[config.mk]
export PLATFORM = sky130hd
export DESIGN_NAME = dotp_top
export DESIGN_NICKNAME = d
export VERILOG_FILES = /design/src/design/dotp_pkg.sv /design/src/design/mac_tree_pipeline.sv /design/src/design/dotp_apb_regs.sv /design/src/design/result_fifo.sv /design/src/design/dotp_top.sv
export VERILOG_INCLUDE_DIRS = /design/src /design/src/design
export SDC_FILE = /design/constraint.sdc
export NUM_CORES = 2
export LEC_CHECK = 0
export ABC_AREA = 1
export BUFFER_PORTS_ARGS = -buffer_cell sky130_fd_sc_hd__buf_4
export CAP_MARGIN = 10
export CORE_MARGIN = 2
export CORE_UTILIZATION = 45
export CTS_CLUSTER_SIZE = 20
export DETAILED_ROUTE_END_ITERATION = 7
export PLACE_DENSITY_LB_ADDON = 0.25
export SLEW_MARGIN = 20
export SYNTH_ARGS = -nofsm -noshare
export SYNTH_HDL_FRONTEND = slang
export SYNTH_SLANG_ARGS = --single-unit
[constraint.sdc]
create_clock -name clk -period 4.76 [get_ports clk]
set_clock_uncertainty 0.2 [all_clocks]
set_input_delay 1.19 -clock clk [delete_from_list [all_inputs] [get_ports clk]]
set_output_delay 1.19 -clock clk [all_outputs]
set_load 0.01 [all_outputs]
[src/design/dotp_macros.svh]
// Dot-product accelerator
// Build constants

`ifndef DOTP_MACROS_SVH
`define DOTP_MACROS_SVH

//==============================
// Datapath
//==============================

// Operand and result width, all arithmetic wraps here
`define DOTP_WIDTH 16

// Operand count, four pairs into a two-level adder tree
`define DOTP_LANES 8

//==============================
// Result queue and bus
//==============================

// Queue depth, keep a power of two
`define DOTP_FIFO_DEPTH 4

// APB byte address width
`define DOTP_ADDR_W 8

`endif

[src/design/dotp_pkg.sv]
// Dot-product accelerator types

`include "dotp_macros.svh"

package dotp_pkg;

   //==============================
   // Register map
   //==============================

   // Byte offsets on the APB port, one word per register
   typedef enum logic [`DOTP_ADDR_W-1:0] {
      REG_OP0    = 8'h00,
      REG_OP1    = 8'h04,
      REG_OP2    = 8'h08,
      REG_OP3    = 8'h0C,
      REG_OP4    = 8'h10,
      REG_OP5    = 8'h14,
      REG_OP6    = 8'h18,
      REG_OP7    = 8'h1C,
      // Bit 0 starts a sum, bit 1 clears overflow
      REG_CTRL   = 8'h20,
      // Read only occupancy and overflow
      REG_STATUS = 8'h24,
      // Read only, pops the queue head
      REG_RESULT = 8'h28
   } reg_off_e;

   //==============================
   // Queue occupancy
   //==============================

   typedef enum logic [1:0] {
      FIFO_EMPTY   = 2'b00,
      FIFO_PARTIAL = 2'b01,
      FIFO_FULL    = 2'b10
   } fifo_state_e;

endpackage

[src/design/mac_tree_pipeline.sv]
// Multiply and adder-tree pipeline

`include "dotp_macros.svh"

module mac_tree_pipeline #(
   parameter int WIDTH = `DOTP_WIDTH
) (
   input  logic             clk,
   input  logic             rst,
   input  logic [WIDTH-1:0] operands [`DOTP_LANES],
   input  logic             launch,
   output logic [WIDTH-1:0] sum,
   output logic             sum_valid
);

   // Input register, multiply, first add, final add
   localparam int LATENCY  = 4;
   localparam int PRODUCTS = `DOTP_LANES / 2;

   // Datapath stage registers
   logic [WIDTH-1:0]   in_r   [`DOTP_LANES];
   logic [WIDTH-1:0]   prod_r [PRODUCTS];
   logic [WIDTH-1:0]   part_r [2];
   logic [WIDTH-1:0]   sum_r;

   // Valid delay line with bit 0 at the input stage
   logic [LATENCY-1:0] valid_r;

   //==============================
   // Datapath
   //==============================

   always_ff @(posedge clk) begin
      // Stage 1 captures the operand bank every cycle
      for (int i = 0; i < `DOTP_LANES; i++) begin
         in_r[i] <= operands[i];
      end
      // Stage 2 pairs (0,1) (2,3) (4,5) (6,7)
      // Product keeps only the low WIDTH bits
      for (int i = 0; i < PRODUCTS; i++) begin
         prod_r[i] <= WIDTH'(in_r[2*i] * in_r[2*i+1]);
      end
      // Stage 3 first adder level
      for (int i = 0; i < 2; i++) begin
         part_r[i] <= prod_r[2*i] + prod_r[2*i+1];
      end
      // Stage 4 final adder wrapping at WIDTH
      sum_r <= part_r[0] + part_r[1];
   end

   assign sum = sum_r;

   //==============================
   // Valid tracking
   //==============================

   always_ff @(posedge clk or posedge rst) begin
      if (rst) begin
         valid_r <= '0;
      end else begin
         valid_r <= {valid_r[LATENCY-2:0], launch};
      end
   end

   assign sum_valid = valid_r[LATENCY-1];

   //==============================
   // Checks
   //==============================

   // Cycles since reset saturating at the latency
   logic [2:0] warm_cnt;

   always_ff @(posedge clk or posedge rst) begin
      if (rst) begin
         warm_cnt <= '0;
      end else if (warm_cnt < 3'(LATENCY)) begin
         warm_cnt <= warm_cnt + 3'd1;
      end
   end

   // Nothing can come out before the pipe has filled once
   a_quiet_after_reset: assert property (
      @(posedge clk) disable iff (rst)
      warm_cnt < 3'(LATENCY) |-> !sum_valid
   );

   // Every launch emerges exactly LATENCY clocks later
   a_fixed_latency: assert property (
      @(posedge clk) disable iff (rst)
      warm_cnt == 3'(LATENCY) |-> sum_valid == $past(launch, LATENCY)
   );

endmodule

[src/design/dotp_apb_regs.sv]
// APB register block

`include "dotp_macros.svh"

module dotp_apb_regs (
   input  logic                                     clk,
   input  logic                                     rst,
   // APB slave side
   input  logic                                     psel,
   input  logic                                     penable,
   input  logic                                     pwrite,
   input  logic [`DOTP_ADDR_W-1:0]                  paddr,
   input  logic [31:0]                              pwdata,
   output logic [31:0]                              prdata,
   output logic                                     pready,
   output logic                                     pslverr,
   // Pipeline side
   output logic [`DOTP_WIDTH-1:0]                   operands [`DOTP_LANES],
   output logic                                     launch,
   // Result queue side
   output logic                                     pop,
   output logic                                     clear_overflow,
   input  logic [`DOTP_WIDTH-1:0]                   head,
   input  logic [$clog2(`DOTP_FIFO_DEPTH + 1)-1:0]  count,
   input  dotp_pkg::fifo_state_e                    fifo_state,
   input  logic                                     overflow
);

   localparam int IDX_W = $clog2(`DOTP_LANES);
   localparam int CNT_W = $clog2(`DOTP_FIFO_DEPTH + 1);

   logic                   access;
   logic                   op_hit;
   logic                   ctrl_hit;
   logic                   status_hit;
   logic                   result_hit;
   logic                   unmapped;
   logic                   err;
   logic                   start_wr;
   logic [IDX_W-1:0]       op_idx;
   logic [31:0]            status_word;
   logic [31:0]            rd_data;
   logic [`DOTP_WIDTH-1:0] op_r [`DOTP_LANES];
   logic                   launch_r;

   //==============================
   // Address decode
   //==============================

   // Transfer completes in the first psel and penable cycle
   assign access = psel && penable;

   // Word index of an operand register
   assign op_idx = paddr[2 +: IDX_W];

   always_comb begin
      op_hit     = 1'b0;
      ctrl_hit   = 1'b0;
      status_hit = 1'b0;
      result_hit = 1'b0;
      unmapped   = 1'b0;
      case (dotp_pkg::reg_off_e'(paddr))
         dotp_pkg::REG_OP0, dotp_pkg::REG_OP1,
         dotp_pkg::REG_OP2, dotp_pkg::REG_OP3,
         dotp_pkg::REG_OP4, dotp_pkg::REG_OP5,
         dotp_pkg::REG_OP6, dotp_pkg::REG_OP7: op_hit = 1'b1;
         dotp_pkg::REG_CTRL:   ctrl_hit   = 1'b1;
         dotp_pkg::REG_STATUS: status_hit = 1'b1;
         dotp_pkg::REG_RESULT: result_hit = 1'b1;
         // Misaligned or out of range offsets
         default:              unmapped   = 1'b1;
      endcase
   end

   // Error on a bad offset, a read-only write or an empty result read
   assign err = unmapped
             || (pwrite && (status_hit || result_hit))
             || (!pwrite && result_hit && fifo_state == dotp_pkg::FIFO_EMPTY);

   // No wait states
   assign pready  = 1'b1;
   assign pslverr = access && err;

   //==============================
   // Operand bank and commands
   //==============================

   always_ff @(posedge clk or posedge rst) begin
      if (rst) begin
         for (int i = 0; i < `DOTP_LANES; i++) begin
            op_r[i] <= '0;
         end
      end else if (access && pwrite && op_hit) begin
         // Upper pwdata bits are ignored
         op_r[op_idx] <= pwdata[`DOTP_WIDTH-1:0];
      end
   end

   assign operands = op_r;

   // CTRL bit 0 starts a dot product
   assign start_wr = access && pwrite && ctrl_hit && pwdata[0];

   // Launch one cycle after the access while the bank still holds the operands
   always_ff @(posedge clk or posedge rst) begin
      if (rst) begin
         launch_r <= 1'b0;
      end else begin
         launch_r <= start_wr;
      end
   end

   assign launch = launch_r;

   // CTRL bit 1 acknowledges overflow
   assign clear_overflow = access && pwrite && ctrl_hit && pwdata[1];

   // Only a clean RESULT read consumes the head
   assign pop = access && !pwrite && result_hit && !err;

   //==============================
   // Read data
   //==============================

   always_comb begin
      status_word              = '0;
      status_word[CNT_W-1:0]   = count;
      status_word[5:4]         = fifo_state;
      status_word[8]           = overflow;
   end

   always_comb begin
      rd_data = '0;
      if (op_hit) begin
         rd_data = 32'(op_r[op_idx]);
      end else if (status_hit) begin
         rd_data = status_word;
      end else if (result_hit) begin
         rd_data = 32'(head);
      end
      // CTRL reads back as zero
   end

   assign prdata = (access && !pwrite) ? rd_data : '0;

   // Every APB access follows a setup cycle so no second CTRL access can relaunch at once
   a_single_launch: assert property (
      @(posedge clk) disable iff (rst)
      launch |=> !launch
   );

endmodule

[src/design/result_fifo.sv]
// Result queue

`include "dotp_macros.svh"

module result_fifo #(
   parameter int DEPTH = `DOTP_FIFO_DEPTH
) (
   input  logic                           clk,
   input  logic                           rst,
   input  logic                           push,
   input  logic [`DOTP_WIDTH-1:0]         push_data,
   input  logic                           pop,
   output logic [`DOTP_WIDTH-1:0]         head,
   output logic [$clog2(DEPTH + 1)-1:0]   count,
   output dotp_pkg::fifo_state_e          fifo_state,
   output logic                           overflow,
   input  logic                           clear_overflow
);

   localparam int PTR_W = $clog2(DEPTH);
   localparam int CNT_W = $clog2(DEPTH + 1);

   logic [`DOTP_WIDTH-1:0] mem [DEPTH];
   logic [PTR_W-1:0]       wr_ptr;
   logic [PTR_W-1:0]       rd_ptr;
   logic [CNT_W-1:0]       cnt_r;
   logic                   ovf_r;
   logic                   full;
   logic                   empty;
   logic                   do_push;
   logic                   do_pop;

   assign full  = (cnt_r == CNT_W'(DEPTH));
   assign empty = (cnt_r == '0);

   // A pop in the same cycle frees the slot a full push needs
   assign do_push = push && (!full || pop);
   assign do_pop  = pop && !empty;

   //==============================
   // Storage and pointers
   //==============================

   always_ff @(posedge clk) begin
      if (do_push) begin
         mem[wr_ptr] <= push_data;
      end
   end

   // Pointers wrap naturally, depth is a power of two
   always_ff @(posedge clk or posedge rst) begin
      if (rst) begin
         wr_ptr <= '0;
         rd_ptr <= '0;
         cnt_r  <= '0;
      end else begin
         if (do_push) wr_ptr <= wr_ptr + 1'b1;
         if (do_pop)  rd_ptr <= rd_ptr + 1'b1;
         // Push and pop together leave the count alone
         if (do_push && !do_pop) begin
            cnt_r <= cnt_r + 1'b1;
         end else if (do_pop && !do_push) begin
            cnt_r <= cnt_r - 1'b1;
         end
      end
   end

   //==============================
   // Status
   //==============================

   // Sticky drop flag, a new drop wins over a clear
   always_ff @(posedge clk or posedge rst) begin
      if (rst) begin
         ovf_r <= 1'b0;
      end else if (push && !do_push) begin
         ovf_r <= 1'b1;
      end else if (clear_overflow) begin
         ovf_r <= 1'b0;
      end
   end

   always_comb begin
      if (empty)     fifo_state = dotp_pkg::FIFO_EMPTY;
      else if (full) fifo_state = dotp_pkg::FIFO_FULL;
      else           fifo_state = dotp_pkg::FIFO_PARTIAL;
   end

   assign head     = mem[rd_ptr];
   assign count    = cnt_r;
   assign overflow = ovf_r;

   // Register block must gate RESULT reads on the empty status
   a_no_pop_empty: assert property (
      @(posedge clk) disable iff (rst) !(pop && empty)
   );

   a_count_bound: assert property (
      @(posedge clk) disable iff (rst) cnt_r <= CNT_W'(DEPTH)
   );

endmodule

[src/design/dotp_top.sv]
// Dot-product accelerator top

`include "dotp_macros.svh"

module dotp_top (
   input  logic                    clk,
   input  logic                    rst,
   // APB slave port, pclk is clk
   input  logic                    psel,
   input  logic                    penable,
   input  logic                    pwrite,
   input  logic [`DOTP_ADDR_W-1:0] paddr,
   input  logic [31:0]             pwdata,
   output logic [31:0]             prdata,
   output logic                    pready,
   output logic                    pslverr
);

   // Register block to pipeline
   logic [`DOTP_WIDTH-1:0]                   operands [`DOTP_LANES];
   logic                                     launch;
   // Pipeline to queue
   logic [`DOTP_WIDTH-1:0]                   sum;
   logic                                     sum_valid;
   // Queue and register block
   logic                                     pop;
   logic                                     clear_overflow;
   logic [`DOTP_WIDTH-1:0]                   head;
   logic [$clog2(`DOTP_FIFO_DEPTH + 1)-1:0]  count;
   dotp_pkg::fifo_state_e                    fifo_state;
   logic                                     overflow;

   dotp_apb_regs u_regs (
      .clk            (clk),
      .rst            (rst),
      .psel           (psel),
      .penable        (penable),
      .pwrite         (pwrite),
      .paddr          (paddr),
      .pwdata         (pwdata),
      .prdata         (prdata),
      .pready         (pready),
      .pslverr        (pslverr),
      .operands       (operands),
      .launch         (launch),
      .pop            (pop),
      .clear_overflow (clear_overflow),
      .head           (head),
      .count          (count),
      .fifo_state     (fifo_state),
      .overflow       (overflow)
   );

   // Four clocks from launch to sum_valid
   mac_tree_pipeline #(.WIDTH(`DOTP_WIDTH)) u_pipe (
      .clk       (clk),
      .rst       (rst),
      .operands  (operands),
      .launch    (launch),
      .sum       (sum),
      .sum_valid (sum_valid)
   );

   // Pushes without back-pressure, drops when full
   result_fifo #(.DEPTH(`DOTP_FIFO_DEPTH)) u_fifo (
      .clk            (clk),
      .rst            (rst),
      .push           (sum_valid),
      .push_data      (sum),
      .pop            (pop),
      .head           (head),
      .count          (count),
      .fifo_state     (fifo_state),
      .overflow       (overflow),
      .clear_overflow (clear_overflow)
   );

endmodule

## Yosys cells after proc, flatten, opt, wreduce, memory -nomap -nowiden

Memory sizes are Yosys's and may differ from the RTL's.
Cells that the tools add are included.

- Input port bits: 45
- Flip-flop bits (word level): 157
- Output and inout bits: 34
- Memories: 4
- Word-level logic and storage cells: 103
- Bits in writable memories: 288

Memory list:

| memory | words | bits a word | read ports | clocked after memory_dff | write ports | RTL line | source |
|---|---|---|---|---|---|---|---|
| u_pipe.in_r | 8 | 16 | 8 | 0 | 8 | mac_tree_pipeline.sv:21 | `` logic [WIDTH-1:0] in_r [`DOTP_LANES]; `` |
| u_fifo.mem | 4 | 16 | 1 | 0 | 1 | result_fifo.sv:23 | `` logic [`DOTP_WIDTH-1:0] mem [DEPTH]; `` |
| u_pipe.prod_r | 4 | 16 | 4 | 0 | 4 | mac_tree_pipeline.sv:22 | `logic [WIDTH-1:0] prod_r [PRODUCTS];` |
| u_pipe.part_r | 2 | 16 | 2 | 0 | 2 | mac_tree_pipeline.sv:23 | `logic [WIDTH-1:0] part_r [2];` |

- Mux-type cells: 23
- Reduce and logical (&&, ||, !) cells: 36
- $add $sub $neg: 7
- Bitwise operators: 1
- $mul: 4
- Eq/ne operators: 11
- $lt $le $gt $ge: 2

Operator list:

| cell | number |
|---|---|
| $bwmux W128 | 1 |
| $mux W32 | 3 |
| $mul A16 B16 Y16 | 4 |
| $mux W16 | 4 |
| $add A16 B16 Y16 | 3 |
| $bmux W16 S3 | 1 |
| $demux W16 S3 | 1 |
| $eq A8 B5 Y1 const B | 4 |
| $eq A8 B6 Y1 const B | 3 |
| $logic_and A1 B1 Y1 | 19 |
| $eq A8 B4 Y1 const B | 2 |
| $reduce_or A11 Y1 | 1 |
| $mux W1 | 9 |
| $eq A8 B3 Y1 const B | 1 |
| $logic_not A8 Y1 | 1 |
| $reduce_or A8 Y1 | 1 |
| $logic_not A1 Y1 | 6 |
| $mux W3 | 2 |
| $add A2 B1 Y2 const B | 2 |
| $ge A4 B4 Y1 const B | 1 |
| $logic_or A1 B1 Y1 | 4 |
| $lt A4 B1 Y1 const B | 1 |
| $mux W2 | 2 |
| $not A3 Y4 | 1 |
| 6 further kinds | 7 |

## Depth between registers and ports, before layout

- Depth in word-level cells: 14
- Gate-level depth with buffers: 30
- Depth with buffers taken out: 29

## Cells and area by module

Synthesis repeated with hierarchy kept, for this count alone.

- Cells, all modules: 4295
- Area, all modules: 33895.0 sq um

Modules (own cells, without submodules):

| module | area an instance (sq um) | cells an instance | times used | sequential area each (sq um) |
|---|---|---|---|---|
| mac_tree_pipeline | 24169.4 | 3105 | 1 | 4904.7 |
| dotp_apb_regs | 6749.0 | 952 | 1 | 3228.1 |
| result_fifo | 2976.6 | 238 | 1 | 2122.0 |

## Worst setup path before layout

OpenSTA, ideal clock, no wires.

- Path type: reg-to-reg
- From: memory u_pipe.in_r[1][49] (netlist name)
- To: memory u_pipe.prod_r[3][15] (netlist name)
- Path buffers: 2
- Period minus slack after synthesis: 5.155 ns
- Stages on the path, launching flop included: 21
- Slack: -0.395 ns
- Required time: 4.447 ns
- Arrival: 4.842 ns
- Library setup time: 0.113 ns
- Cell sequence: dfxtp_1 > clkbuf_1 > clkbuf_1 > nand2_1 > fa_1 > fa_1 > fa_1 > fa_1 > inv_1 > fa_1 > inv_1 > fa_1 > inv_1 > ha_1 > nand2_1 > nor2_1 > nand3_1 > nand3_1 > inv_1 > nand3_1 > nand2_1

RTL lines:

| what | RTL line |
|---|---|
| start, declared | mac_tree_pipeline.sv:21 |
| end, declared | mac_tree_pipeline.sv:22 |

==> flow_summary_export.csv <==
group,metric,value,unit
setup_path,crit_path_end_kind,"flip-flop",
setup_path,cp_cell_sequence,"buf_6 -> buf_6 -> nand2_2 -> inv_2 -> fa_1 -> inv_2 -> fa_1 -> inv_1 -> ha_2 -> inv_2 -> fa_1 -> fa_2 -> fa_1 -> inv_2 -> ha_4 -> a21oi_4 -> o21ai_2 -> buf_4 -> a21o_1 -> nand2_2 -> nand2_2 -> a21oi_4 -> xnor2_2",
global_route,grt-ovfl-total,0,
detailed_routing,routedWlPerCell,16.79,um
detailed_routing,vias_per_cell,4.938,
setup_path,crit_path_start_kind,"flip-flop",
detailed_routing,num_vias,26210,
finish,nFillCells,6675,
clock_tree,cts_buffers,44,
detailed_routing,drtIter0Drc,1904,
die,core,72830,um2
finish,finalNetCount,4927,
die,initial_core_util,0.4544,
placed_design,dpl.hpwl,69420,um
placed_design,place.port_buffers,45,
detailed_routing,wl_met3,5401,um
detailed_routing,highest_layer,"met5",
global_route,antenna_found_initial,5,
timing,finalWorstSetupSlack,-0.3070,ns
run_status,status,"complete, but fails checks",
clock_tree,cts_tree,"built",
setup_path,cp_max_fo,5,
yosys,yosys-top-cells-area,"fa_1 (20%), dfxtp_1 (15%), nand2_1 (12%)",
detailed_routing,drc,0,
setup_path,path_delay_family,"adder cells",
setup_path,worst-path-buf-inv,8,
timing,min_period,5.067,ns
clock_tree,cts_sinks,445,
clock_tree,clk_path_buf_depth,3,
placed_design,place_congestion,0.9181,
yosys,yosysTopAreaCell,"fa_1",
power_and_ir_drop,seq_power_share,0.498,
setup_path,max_stage_delay,0.59,ns
run_status,violations,"setup timing",
yosys,ys_seq_elements,445,
detailed_routing,route.met2.wl,43030,um
yosys,syn-cell-area,33100,um2
yosys,yosys_warnings,0,
setup_path,arrival,5.35,ns
clock_tree,htreeDepth,2,
yosys,synth_async_sr_flop_share,0.3169,
power_and_ir_drop,p_sw_frac,0.2351,
global_route,grt_pass1_wl,140200,um
finish,finalNonFillerCells,5308,
power_and_ir_drop,ir_worst_vdd,0.2704,mV
power_and_ir_drop,powerDensity,195.6,nW/um2
global_route,grt_pass1_vias,25830,
timing,hold_viol,0,
yosys,syn-instance-count,4026,
die,die_w,275.2,um
yosys,synth_most_common_cell,"nand2_1",
job,maxCapViolations,0,
setup_path,path_class,"flip-flop to flip-flop",
clock_tree,clk_pin_slew,0.06,ns
hold_path,hp-class,"flip-flop to flip-flop",
power_and_ir_drop,intPower,0.005974,W
power_and_ir_drop,clockPowerShare,0.460,
detailed_routing,wl_met1,38370,um
setup_path,crit_path_top_delay_cell,"fa_2",
global_route,grt_max_degree,93,
finish,drive_above_1_share,0.1960,
power_and_ir_drop,cellLeakagePower,21.82,nW
timing,timing.hold.ws,0.1486,ns
timing,fin_crit_sh,1.065,
detailed_routing,drt_wl_total,89120,um
timing,worst_slew_pin_slew,0.8729,ns
detailed_routing,firstDrtPassIters,7,
setup_path,crit_required,5.04,ns
timing,fmax,0.1974,GHz
yosys,synth_common_cells,"nand2_1 (1,088), inv_1 (895), fa_1 (324)",
timing,maxSlewViolCount,0,
yosys,synthDistinctLibCells,49,
yosys,synth.avg_cell_area,8.220,um2
timing,slew_headroom,0.4174,
die,rows,99,
clock_tree,clock-root-buffer,"clkbuf_16",
timing,rsz0062_at_grt,"true",
power_and_ir_drop,power_switching,0.001836,W
clock_tree,cts_hold_buffers,0,
clock_tree,insertion_delay,0.58,ns
placed_design,dp_cells,5177,
yosys,synth_top_area_frac,0.1960,
detailed_routing,postRouteAntennaNets,0,
global_route,grt_use_total,0.2389,
yosys,yosysSeqAreaShare,0.3099,
yosys,synth_ff_type,"dfxtp_1",
die,ioPinCount,79,
power_and_ir_drop,pwr-share-comb,0.042,
finish,area_delta_synth_final,20.66,%
die,die_area,75730,um2
finish,final_util,0.5483,
die,die_h,275.2,um
yosys,synth-edff-count,64,
timing,setup_violations,23,
[registers in the layout, indices dropped and copies added (netlist names)]
| register | cells |
|---|---|
| u_pipe.in_r | 128 |
| u_regs.launch | 1 |
| u_fifo.rd_ptr | 2 |
| u_fifo.overflow | 1 |
| u_pipe.part_r | 32 |
| u_fifo.count | 3 |
| u_pipe.valid_r | 4 |
| u_fifo.mem | 64 |
| u_fifo.wr_ptr | 2 |
| u_pipe.sum | 16 |
| u_regs.operands | 128 |
| u_pipe.prod_r | 64 |
[per-stage QoR]
stage | power, W | setup WS, ns | setup TNS (ns) | instance area, um2
6_report | 0.007810 | -0.3070 | -3.623 | 39930
5_1_grt | 0.008039 | -0.5509 | -7.697 | 39930
4_1_cts | 0.007840 | -0.3644 | -3.637 | 39440
3_5_place_dp | 0.004294 | -0.5093 | -8.470 | 36630
3_3_place_gp | 0.004294 | -0.5176 | -7.925 | 36630
2_1_floorplan | 0.004131 | 0.0004805 | 0 | 33660
[final timing paths]
path / startpoint / endpoint / slack [ns] / cells after the start
max: u_pipe.in_r[1][37] / u_pipe.prod_r[3][13] / -0.31 / 23
min: u_regs.launch / u_pipe.valid_r[0] / 0.15 / 0
max reg2reg: u_pipe.in_r[1][37] / u_pipe.prod_r[3][13] / -0.31 / 23
min reg2reg: u_regs.launch / u_pipe.valid_r[0] / 0.15 / 0
max in group asynchronous: rst / u_regs.launch / 3.15 / 3
min in group asynchronous: rst / u_regs.operands[12] / 0.38 / 2
[kinds of logic after synthesis]
kind of cell	Yosys count	share of synthesized area
other cells	2	0.0002269
compound gates	435	0.07353
fa+ha+maj	570	0.2890
simple gates	1384	0.1693
flops	445	0.3099
mux	1	0.0003402
buf+inv	1067	0.1254
xor+xnor	122	0.03229
[final cells by class]
cell class | instances | area, um2 | share of cell area
antenna | 1 | 2.502 | 0.00006266
clock buffer | 63 | 1316 | 0.03296
multi-input combinational | 2529 | 20040 | 0.5019
timing repair buffer | 390 | 3353 | 0.08397
inverter | 902 | 3392 | 0.08494
clock inverter | 19 | 191.4 | 0.004794
sequential | 445 | 10440 | 0.2613
tap | 959 | 1200 | 0.03005
[per-layer routing]
| metal | vias up | GRT usage |
|---|---|---|
| met1 | 12660 | 0.3213 |
| met3 | 136 | 0.03352 |
| met5 | - | 0 |
| met2 | 670 | 0.4049 |
| met4 | 6 | 0.06245 |
| li1 | 12750 | - |
[placed cells by master (no fill, tap or decap), types with 12 or more instances in the layout]
cell type  count
o22ai_1       14
nor3_1        16
inv_2         88
nand3_1      125
xor2_1        82
fa_2          22
dfrtp_1      141
a21oi_2       16
clkbuf_16     47
nand3_2       13
conb_1        17
o221ai_1      31
buf_4        314
o21ai_0       81
o21ai_1      111
ha_1         200
ha_4          37
dfxtp_4       37
dfxtp_2       33
xnor2_1       31
a21o_1        12
buf_12        16
a21oi_1      110
a21oi_4       13
nand2_4       18
nand2_1     1030
dfxtp_1      170
buf_6         60
nand2_2       46
fa_1         302
nor2_1        86
inv_1        812
nor2_4        15
edfxtp_1      64
[power by group through the flow]
stage / logic [W] / clock network (W) / registers (W)
6_report: 0.000327 / 0.00359 / 0.00389
5_1_grt: 0.000352 / 0.00379 / 0.00389
3_3_place_gp: 0.000306 / 0 / 0.00399
4_1_cts: 0.000321 / 0.00362 / 0.00389
2_1_floorplan: 0.000175 / 0 / 0.00396
3_5_place_dp: 0.000306 / 0 / 0.00399
[what timing repair did]
item                                    in CTS  in global routing
pin swaps                                  170                119
endpoints found under the setup margin      25                 28
gates resized for setup                    344                130
hold endpoints to repair                     0                  0
setup buffers                               43                 10
No activity file was read; power rests on OpenSTA's default activity.
